## config.mk

```make
export PLATFORM = sky130hd
export DESIGN_NAME = uart_periph
export DESIGN_NICKNAME = d
export VERILOG_FILES = /design/src/hw/uart_pkg.sv /design/src/hw/uart_periph.sv /design/src/hw/uart_rx.sv /design/src/hw/uart_tx.sv /design/src/hw/uart_reg_bank.sv /design/src/hw/uart_bus_ctrl.sv /design/src/hw/uart_fifo.sv
export VERILOG_INCLUDE_DIRS = /design/src /design/src/include
export SDC_FILE = /design/constraint.sdc
export NUM_CORES = 1
export LEC_CHECK = 0
export BUFFER_PORTS_ARGS = -buffer_cell sky130_fd_sc_hd__buf_4
export CORE_MARGIN = 2
export CORE_UTILIZATION = 30
export DETAILED_ROUTE_END_ITERATION = 16
export PLACE_DENSITY_LB_ADDON = 0.12
export SYNTH_ARGS = -nofsm -noshare
export SYNTH_HDL_FRONTEND = slang
export SYNTH_SLANG_ARGS = --single-unit
```

## constraint.sdc

```tcl
create_clock -name clock -period 4.6 [get_ports clock]
set_clock_uncertainty 0.05 [all_clocks]
set_input_delay 0.46 -clock clock [delete_from_list [all_inputs] [get_ports clock]]
set_output_delay 0.46 -clock clock [all_outputs]
set_load 0.1 [all_outputs]
```

## src/include/uart_defs.svh

```systemverilog
`ifndef UART_DEFS_SVH
`define UART_DEFS_SVH

// System clock feeding the baud counters
`define UART_CLOCK_FREQ_HZ 125000000

// Line rate after reset
`define UART_BAUD_DEFAULT 115200

// Entries in each of the tx and rx FIFOs
`define UART_FIFO_DEPTH 8

// Word address into the register bank
`define UART_ADDR_W 3

`endif
```

## src/hw/uart_pkg.sv

```systemverilog
`include "uart_defs.svh"

package uart_pkg;

  // Register map, SiFive layout; address 7 is reserved
  typedef enum logic [`UART_ADDR_W-1:0] {
    TXDATA = 3'd0,
    RXDATA = 3'd1,
    TXCTRL = 3'd2,
    RXCTRL = 3'd3,
    IE     = 3'd4,
    IP     = 3'd5,
    DIV    = 3'd6
  } uart_addr_t;

  typedef logic [7:0] uart_byte_t;

  typedef logic [31:0] uart_word_t;

  // Holds 0 up to a full FIFO
  typedef logic [$clog2(`UART_FIFO_DEPTH + 1)-1:0] uart_level_t;

endpackage

```

## src/hw/uart_periph.sv

```systemverilog
`timescale 1ns/100ps
`include "uart_defs.svh"

module uart_periph (
  input  logic                 clock,
  input  logic                 reset,
  input  uart_pkg::uart_addr_t addr,
  input  uart_pkg::uart_word_t wr_data,
  input  logic                 wr_en,
  input  logic                 rd_en,
  output uart_pkg::uart_word_t rd_data,
  output logic                 rd_valid,
  output logic                 tx,
  input  logic                 rx,
  output logic                 irq
);

  import uart_pkg::*;

  logic        bank_wr_en;
  logic        bank_rd_en;
  logic        rxdata_wr_en;
  logic        rx_pop;
  logic        tx_push;
  logic        tx_pop;
  logic        rx_push;
  logic        txen;
  logic        nstop;
  logic        rxen;
  logic [15:0] div;
  uart_byte_t  tx_wr_data;
  uart_byte_t  tx_rd_data;
  uart_byte_t  rx_wr_data;
  uart_byte_t  rx_rd_data;
  uart_level_t tx_level;
  uart_level_t rx_level;
  logic        tx_full;
  logic        tx_empty;
  logic        rx_empty;

  uart_bus_ctrl i_bus_ctrl (
    .clock        (clock),
    .reset        (reset),
    .addr         (addr),
    .wr_en        (wr_en),
    .rd_en        (rd_en),
    .rx_empty     (rx_empty),
    .bank_wr_en   (bank_wr_en),
    .bank_rd_en   (bank_rd_en),
    .rxdata_wr_en (rxdata_wr_en),
    .rx_pop       (rx_pop),
    .tx_push      (tx_push),
    .rd_valid     (rd_valid)
  );

  uart_reg_bank i_reg_bank (
    .clock           (clock),
    .reset           (reset),
    .addr            (addr),
    .wr_data         (wr_data),
    .rd_data         (rd_data),
    .bank_wr_en      (bank_wr_en),
    .bank_rd_en      (bank_rd_en),
    .rxdata_wr_en    (rxdata_wr_en),
    .rx_fifo_rd_data (rx_rd_data),
    .tx_fifo_wr_data (tx_wr_data),
    .tx_fifo_full    (tx_full),
    .rx_fifo_empty   (rx_empty),
    .tx_level        (tx_level),
    .rx_level        (rx_level),
    .txen            (txen),
    .nstop           (nstop),
    .rxen            (rxen),
    .div             (div),
    .irq             (irq)
  );

  uart_fifo #(.DEPTH(`UART_FIFO_DEPTH)) i_tx_fifo (
    .clock   (clock),
    .reset   (reset),
    .push    (tx_push),
    .wr_data (tx_wr_data),
    .pop     (tx_pop),
    .rd_data (tx_rd_data),
    .level   (tx_level),
    .full    (tx_full),
    .empty   (tx_empty)
  );

  // Receive overflow has no status bit
  uart_fifo #(.DEPTH(`UART_FIFO_DEPTH)) i_rx_fifo (
    .clock   (clock),
    .reset   (reset),
    .push    (rx_push),
    .wr_data (rx_wr_data),
    .pop     (rx_pop),
    .rd_data (rx_rd_data),
    .level   (rx_level),
    .full    (),
    .empty   (rx_empty)
  );

  uart_tx i_tx (
    .clock      (clock),
    .reset      (reset),
    .txen       (txen),
    .nstop      (nstop),
    .div        (div),
    .fifo_data  (tx_rd_data),
    .fifo_empty (tx_empty),
    .fifo_pop   (tx_pop),
    .tx         (tx)
  );

  uart_rx i_rx (
    .clock (clock),
    .reset (reset),
    .rxen  (rxen),
    .div   (div),
    .rx    (rx),
    .push  (rx_push),
    .data  (rx_wr_data)
  );

endmodule

```

## src/hw/uart_rx.sv

```systemverilog
`timescale 1ns/100ps

module uart_rx (
  input  logic                 clock,
  input  logic                 reset,
  input  logic                 rxen,
  input  logic [15:0]          div,
  input  logic                 rx,
  output logic                 push,
  output uart_pkg::uart_byte_t data
);

  import uart_pkg::*;

  typedef enum logic [1:0] {
    S_IDLE,
    S_START,
    S_DATA,
    S_STOP
  } rx_state_t;

  rx_state_t   state;
  logic        rx_s1;
  logic        rx_s2;
  logic        rx_d;
  logic [15:0] cnt;
  logic [2:0]  idx;
  uart_byte_t  shreg;
  logic        fall;
  logic        bit_done;

  assign fall     = rx_d && !rx_s2;
  assign bit_done = (cnt == div);
  assign data     = shreg;

  // Line is asynchronous to the clock
  always_ff @(posedge clock or posedge reset) begin
    if (reset) begin
      rx_s1 <= 1'b1;
      rx_s2 <= 1'b1;
      rx_d  <= 1'b1;
    end else begin
      rx_s1 <= rx;
      rx_s2 <= rx_s1;
      rx_d  <= rx_s2;
    end
  end

  // LSB arrives first
  always_ff @(posedge clock) begin
    if (state == S_DATA && bit_done) begin
      shreg <= {rx_s2, shreg[7:1]};
    end
  end

  always_ff @(posedge clock or posedge reset) begin
    if (reset) begin
      state <= S_IDLE;
      cnt   <= '0;
      idx   <= '0;
      push  <= 1'b0;
    end else begin
      push <= 1'b0;
      cnt  <= cnt + 1'b1;
      case (state)
        S_IDLE: begin
          cnt <= '0;
          if (rxen && fall) state <= S_START;
        end
        S_START: if (cnt == (div >> 1)) begin
          // Glitch shorter than half a bit is ignored
          cnt   <= '0;
          idx   <= '0;
          state <= rx_s2 ? S_IDLE : S_DATA;
        end
        S_DATA: if (bit_done) begin
          cnt <= '0;
          if (idx == 3'd7) state <= S_STOP;
          else idx <= idx + 1'b1;
        end
        S_STOP: if (bit_done) begin
          // Stop level is not checked
          push  <= rxen;
          state <= S_IDLE;
        end
        default: state <= S_IDLE;
      endcase
    end
  end

endmodule

```

## src/hw/uart_tx.sv

```systemverilog
`timescale 1ns/100ps

module uart_tx (
  input  logic                 clock,
  input  logic                 reset,
  input  logic                 txen,
  input  logic                 nstop,
  input  logic [15:0]          div,
  input  uart_pkg::uart_byte_t fifo_data,
  input  logic                 fifo_empty,
  output logic                 fifo_pop,
  output logic                 tx
);

  import uart_pkg::*;

  typedef enum logic [1:0] {
    S_IDLE,
    S_START,
    S_DATA,
    S_STOP
  } tx_state_t;

  tx_state_t  state;
  logic [15:0] cnt;
  logic [2:0] idx;
  logic       two_stop;
  uart_byte_t shreg;
  logic       bit_done;

  assign bit_done = (cnt == div);
  // New frame only from idle
  assign fifo_pop = (state == S_IDLE) && txen && !fifo_empty;

  always_ff @(posedge clock) begin
    if (fifo_pop) begin
      shreg <= fifo_data;
    end else if (state == S_DATA && bit_done) begin
      shreg <= shreg >> 1;
    end
  end

  always_ff @(posedge clock or posedge reset) begin
    if (reset) begin
      state    <= S_IDLE;
      cnt      <= '0;
      idx      <= '0;
      two_stop <= 1'b0;
      tx       <= 1'b1;
    end else begin
      cnt <= bit_done ? '0 : cnt + 1'b1;
      case (state)
        S_IDLE: begin
          cnt <= '0;
          if (fifo_pop) begin
            state    <= S_START;
            two_stop <= nstop;
            tx       <= 1'b0;
          end
        end
        S_START: if (bit_done) begin
          state <= S_DATA;
          idx   <= '0;
          tx    <= shreg[0];
        end
        S_DATA: if (bit_done) begin
          if (idx == 3'd7) begin
            state <= S_STOP;
            tx    <= 1'b1;
          end else begin
            idx <= idx + 1'b1;
            tx  <= shreg[1];
          end
        end
        S_STOP: if (bit_done) begin
          if (two_stop) two_stop <= 1'b0;
          else state <= S_IDLE;
        end
        default: state <= S_IDLE;
      endcase
    end
  end

endmodule

```

## src/hw/uart_reg_bank.sv

```systemverilog
`timescale 1ns/100ps
`include "uart_defs.svh"

module uart_reg_bank (
  input  logic                  clock,
  input  logic                  reset,
  input  uart_pkg::uart_addr_t  addr,
  input  uart_pkg::uart_word_t  wr_data,
  output uart_pkg::uart_word_t  rd_data,
  input  logic                  bank_wr_en,
  input  logic                  bank_rd_en,
  input  logic                  rxdata_wr_en,
  input  uart_pkg::uart_byte_t  rx_fifo_rd_data,
  output uart_pkg::uart_byte_t  tx_fifo_wr_data,
  input  logic                  tx_fifo_full,
  input  logic                  rx_fifo_empty,
  input  uart_pkg::uart_level_t tx_level,
  input  uart_pkg::uart_level_t rx_level,
  output logic                  txen,
  output logic                  nstop,
  output logic                  rxen,
  output logic [15:0]           div,
  output logic                  irq
);

  import uart_pkg::*;

  localparam logic [15:0] DivInit = 16'(`UART_CLOCK_FREQ_HZ / `UART_BAUD_DEFAULT - 1);

  // Bus side, one cycle behind the strobe
  uart_addr_t addr_q;
  uart_word_t wr_data_q;
  uart_addr_t rd_addr;

  uart_byte_t txdata;
  uart_byte_t rxdata;
  logic       rx_empty_q;
  logic [2:0] txcnt;
  logic [2:0] rxcnt;
  logic [1:0] ie;
  logic       tx_pending;
  logic       rx_pending;
  logic       wr_sel;

  always_ff @(posedge clock) begin
    addr_q    <= addr;
    wr_data_q <= wr_data;
  end

  assign wr_sel = bank_wr_en;

  always_ff @(posedge clock or posedge reset) begin
    if (reset) begin
      txdata <= '0;
      txen   <= 1'b0;
      nstop  <= 1'b0;
      txcnt  <= '0;
      rxen   <= 1'b0;
      rxcnt  <= '0;
      ie     <= '0;
      div    <= DivInit;
    end else if (wr_sel) begin
      case (addr_q)
        TXDATA: txdata <= wr_data_q[7:0];
        TXCTRL: begin
          txen  <= wr_data_q[0];
          nstop <= wr_data_q[1];
          txcnt <= wr_data_q[18:16];
        end
        RXCTRL: begin
          rxen  <= wr_data_q[0];
          rxcnt <= wr_data_q[18:16];
        end
        IE:     ie  <= wr_data_q[1:0];
        DIV:    div <= wr_data_q[15:0];
        default: ;
      endcase
    end
  end

  // Empty flag sampled before the pop takes effect
  always_ff @(posedge clock or posedge reset) begin
    if (reset) begin
      rxdata     <= '0;
      rx_empty_q <= 1'b0;
      rd_addr    <= TXDATA;
    end else begin
      if (rxdata_wr_en) begin
        rxdata <= rx_fifo_rd_data;
      end
      if (bank_rd_en) begin
        rd_addr <= addr_q;
        if (addr_q == RXDATA) begin
          rx_empty_q <= rx_fifo_empty;
        end
      end
    end
  end

  // Watermark compare
  assign tx_pending = (tx_level < uart_level_t'(txcnt)) && ie[0];
  assign rx_pending = (rx_level > uart_level_t'(rxcnt)) && ie[1];
  assign irq        = tx_pending || rx_pending;

  assign tx_fifo_wr_data = txdata;

  always_comb begin
    case (rd_addr)
      TXDATA:  rd_data = {tx_fifo_full, 23'b0, txdata};
      RXDATA:  rd_data = {rx_empty_q, 23'b0, rxdata};
      TXCTRL:  rd_data = {13'b0, txcnt, 14'b0, nstop, txen};
      RXCTRL:  rd_data = {13'b0, rxcnt, 15'b0, rxen};
      IE:      rd_data = {30'b0, ie};
      IP:      rd_data = {30'b0, rx_pending, tx_pending};
      DIV:     rd_data = {16'b0, div};
      default: rd_data = '0;
    endcase
  end

  a_rxdata_in_read: assert property (@(posedge clock) disable iff (reset)
    rxdata_wr_en |-> bank_rd_en);

endmodule

```

## src/hw/uart_bus_ctrl.sv

```systemverilog
`timescale 1ns/100ps

module uart_bus_ctrl (
  input  logic                 clock,
  input  logic                 reset,
  input  uart_pkg::uart_addr_t addr,
  input  logic                 wr_en,
  input  logic                 rd_en,
  input  logic                 rx_empty,
  output logic                 bank_wr_en,
  output logic                 bank_rd_en,
  output logic                 rxdata_wr_en,
  output logic                 rx_pop,
  output logic                 tx_push,
  output logic                 rd_valid
);

  import uart_pkg::*;

  uart_addr_t addr_q;
  logic       wr_q;
  logic       rd_q;
  logic       push_q;
  logic       valid_q;

  always_ff @(posedge clock or posedge reset) begin
    if (reset) begin
      addr_q  <= TXDATA;
      wr_q    <= 1'b0;
      rd_q    <= 1'b0;
      push_q  <= 1'b0;
      valid_q <= 1'b0;
    end else begin
      addr_q  <= addr;
      wr_q    <= wr_en;
      rd_q    <= rd_en;
      // Push one cycle after the bank has the new byte
      push_q  <= wr_q && (addr_q == TXDATA);
      valid_q <= rd_q;
    end
  end

  assign bank_wr_en   = wr_q;
  assign bank_rd_en   = rd_q;
  assign rxdata_wr_en = rd_q && (addr_q == RXDATA) && !rx_empty;
  assign rx_pop       = rxdata_wr_en;
  assign tx_push      = push_q;
  assign rd_valid     = valid_q;

  a_wr_rd_exclusive: assert property (@(posedge clock) disable iff (reset)
    !(bank_wr_en && bank_rd_en));

endmodule

```

## src/hw/uart_fifo.sv

```systemverilog
`timescale 1ns/100ps
`include "uart_defs.svh"

module uart_fifo #(
  parameter int DEPTH = `UART_FIFO_DEPTH
) (
  input  logic                  clock,
  input  logic                  reset,
  input  logic                  push,
  input  uart_pkg::uart_byte_t  wr_data,
  input  logic                  pop,
  output uart_pkg::uart_byte_t  rd_data,
  output uart_pkg::uart_level_t level,
  output logic                  full,
  output logic                  empty
);

  import uart_pkg::*;

  localparam int PtrW = (DEPTH > 1) ? $clog2(DEPTH) : 1;

  uart_byte_t     mem [DEPTH];
  logic [PtrW-1:0] wr_ptr;
  logic [PtrW-1:0] rd_ptr;
  logic           do_push;
  logic           do_pop;

  assign full    = (level == uart_level_t'(DEPTH));
  assign empty   = (level == '0);
  assign do_push = push && !full;
  assign do_pop  = pop && !empty;

  // Head always visible
  assign rd_data = mem[rd_ptr];

  always_ff @(posedge clock) begin
    if (do_push) begin
      mem[wr_ptr] <= wr_data;
    end
  end

  always_ff @(posedge clock or posedge reset) begin
    if (reset) begin
      wr_ptr <= '0;
      rd_ptr <= '0;
      level  <= '0;
    end else begin
      if (do_push) begin
        wr_ptr <= (wr_ptr == PtrW'(DEPTH - 1)) ? '0 : wr_ptr + 1'b1;
      end
      if (do_pop) begin
        rd_ptr <= (rd_ptr == PtrW'(DEPTH - 1)) ? '0 : rd_ptr + 1'b1;
      end
      case ({do_push, do_pop})
        2'b10:   level <= level + 1'b1;
        2'b01:   level <= level - 1'b1;
        default: level <= level;
      endcase
    end
  end

  // Overflowing push is dropped
  a_push_full_drop: assert property (@(posedge clock) disable iff (reset)
    push && full && !pop |=> level == $past(level));

  // Consumers only pop when data is there
  a_no_pop_empty: assert property (@(posedge clock) disable iff (reset)
    !(pop && empty));

endmodule

```

==> results.cfg <==
[status]
outcome = finished clean

[worst_setup_path]
rr_endpoint = i_rx_fifo.level[3]$_DFFE_PP0P_
crit_type = reg2out
worst_ep_required_time_ns = 4.09
critPathArrivalTime_ns = 2.60
cp-startpoint = i_reg_bank.rd_addr[0]$_DFFE_PP0P_
critPathCaptureType = primary output
critPathLaunchType = flip-flop
cp_max_fo = 17
rrSetupSlack_ns = 1.53
r2r_start = i_rx_fifo.level[0]$_DFFE_PP0P_
r2r_cells = 10
endpoint = rd_data[2]

[power_and_ir_drop]
max-vdd-ir-drop_mv = 0.279
p_comb_share_pct = 18.0
switchingPower_mw = 2.20
power_per_cell_area_nw_per_um2 = 506
swShare_pct = 29.4
p_leak_nw = 5.80
p_clk_share_pct = 37.5
power_frac_seq_pct = 44.5
p_int_mw = 5.28

[synth]
synth_warnings = 0
yosysSeqAreaShare_pct = 63.0
ys_seq_elements = 288
synthArstFlopShare_pct = 42.4
synth-compound-area-share_pct = 3.49
synth-simple-area-share_pct = 9.47
synth_top_area_share_pct = 34.8
synth_area_per_cell_um2 = 14.1
synth_most_common_cell = edfxtp_1
synth_largest_area_cell = edfxtp_1
synth_xor_xnor_area_share_pct = 5.85
synth_edf_count = 144
synth_flop_cell = edfxtp_1
synth_top_family_by_area = multiplexers
syn_area_um2 = 12400
yosys-top-cells-count = edfxtp_1, dfrtp_1, nand2_1, nor2_1, xnor2_1
synth_mux_area_share_pct = 12.1
synth_cell_types = 57
synth_adder_area_share_pct = 3.34
synth_cells = 881
synth.area.top_cells = edfxtp_1, dfrtp_1, mux4_2

[timing]
rsz0062_at_grt = false
timing.hold.ws_ns = 0.0118
finalHoldViolations = 0
fin_crit_ns = 3.11
slew_headroom_pct = 29.3
clock.fmax_mhz = 321
worst_pin_slew_ns = 1.06
slew_violations = 0
setup_viol = 0
fin_setup_tns_ns = 0
period_share_pct = 67.7

[floorplan]
die_w_um = 208
pin_count = 75
core_um2 = 40800
rows = 74
die-area_um2 = 43100
die_y_um = 208
initial_core_util_pct = 30.5

[job]
cap_violations = 0

[placed_design]
io_buffers = 49
place_area_um2 = 13400
hpwl_mm = 17.8
gp_congestion = 0.734

[cts]
cts.clk_slew.worst_paths_ns = 0.05
clock_latency_ns = 0.53
cts_sinks = 288
htree_levels = 2
cts_tree = done
post-cts-setup-buffers = 0
clock_path_buffers = 3
numCtsBuffers = 35
root_buffer = clkbuf_16

[cells_and_area]
fin_nets = 1041
finalInstanceArea_um2 = 14800
fillCellCount = 3912
drive_above_1_share_pct = 21.4
utilization_pct = 36.3
area_growth_syn_to_layout_pct = 19.1

[global_routing]
grt_antenna_before_repair = 0
gr-total-overflow = 0
grtUsageTotal_pct = 12.9
grt_max_degree = 89
grt_pass1_vias = 7090
grt_pass1_wl_mm = 42.7

[drt]
drt_first_pass_iters = 4
drc = 0
via_per_inst = 4.51
vias = 6888
wl_mm = 26.8
ant_nets = 0
drtIter0Drc = 307
wl_per_cell_um = 17.5

[hold_path]
hold_class = in2async
[stage by stage]
stage / setup slack [ns] / instances / total power [mW]
floorplan: 0.824 / 892 / 4.37
global placement: 1.52 / 1439 / 4.75
detailed placement: 1.50 / 1439 / 4.76
CTS: 1.44 / 1527 / 7.63
global route: 1.18 / 1527 / 7.90
finish: 1.49 / 1528 / 7.49
[sequential cells by signal, indices dropped and copies added (netlist names), 4 cells and up, named ones only]
name / cells
i_tx.shreg: 8
i_reg_bank.div: 16
i_tx_fifo.mem: 64
i_rx_fifo.level: 4
i_reg_bank.wr_data_q: 19
i_reg_bank.rxdata: 8
i_tx.cnt: 16
i_rx_fifo.mem: 64
i_tx_fifo.level: 4
i_rx.cnt: 16
i_reg_bank.tx_fifo_wr_data: 8
i_rx.data: 8
[what timing repair did]
item,CTS,global route
hold endpoints to repair,28,0
hold buffers,25,0
resized for setup,0,0
[routing by layer]
metal	vias up	global-route usage, %	part of all wire, %
met3	48	2.16	3.0
met1	3406	17.7	47
met5	-	0	0
met4	0	4.70	2.5
li1	3346	-	-
met2	88	20.4	47
[worst max-delay path, stage by stage, from the launching register on]
cell and delay (ns):
dfrtp_1 0.69, and3b_1 0.67, nand2_1 0.11, o21ai_0 0.22, buf_4 0.39
[placed cells by master (no fill, tap or decap), types with 6 or more instances in the layout]
cell           count
a21o_1             8
a21oi_1           11
and2_1             8
and3_1            13
buf_4             59
clkbuf_1           8
clkbuf_16         37
conb_1            12
dfrtp_1          113
dfstp_2            9
dfxtp_1           22
dlygate4sd3_1     25
edfxtp_1         144
ha_1              30
inv_1             24
mux2_2            41
mux2i_1           30
mux4_2            33
nand2_1           70
nand2b_1           6
nand3_1           18
nand4_1           12
nor2_1            54
nor3_1            13
nor4_1             7
o21ai_0           39
xnor2_1           49
xor2_1            34
[logic make-up (layout without fill, tap and decap cells)]
family | count (synthesis) | count (layout)
fa+ha+maj | 32 | 32
other cells | 1 | 13
xor+xnor | 83 | 83
buf+inv | 69 | 172
simple gates | 233 | 233
compound gates | 71 | 71
flops | 288 | 288
mux | 104 | 104
[power by group through the flow]
stage,logic [mW],clock network [mW],registers (mW)
after global routing,1.50,3.01,3.39
after global placement,1.36,0,3.40
final,1.35,2.81,3.33
after detailed placement,1.36,0,3.40
after floorplan,1.17,0,3.21
after CTS,1.38,2.90,3.35
[layout make-up]
class	count	area [um2]	area share, %
Antenna cell	1	2.50	0.0169
Clock buffer	47	983	6.64
Clock inverter	16	185	1.25
Inverter	25	98.8	0.667
Multi-Input combinational cell	535	4350	29.4
Sequential cell	288	7830	52.9
Tap cell	532	666	4.49
Timing Repair Buffer	84	693	4.68
[worst min path at each step]
stage,start,to,slack (ns)
final,reset,i_rx.cnt[12]$_DFF_PP0_,0.01
after global routing,reset,i_rx.cnt[12]$_DFF_PP0_,0.09
after CTS,reset,i_rx.cnt[12]$_DFF_PP0_,0.07
after detailed placement,i_rx.rx_s1$_DFF_PP1_,i_rx.rx_s2$_DFF_PP1_,0.30
after global placement,i_rx.rx_s1$_DFF_PP1_,i_rx.rx_s2$_DFF_PP1_,0.30
after floorplan,i_rx.rx_s1$_DFF_PP1_,i_rx.rx_s2$_DFF_PP1_,0.30
Note: power is estimated with default switching activity, not from simulation.
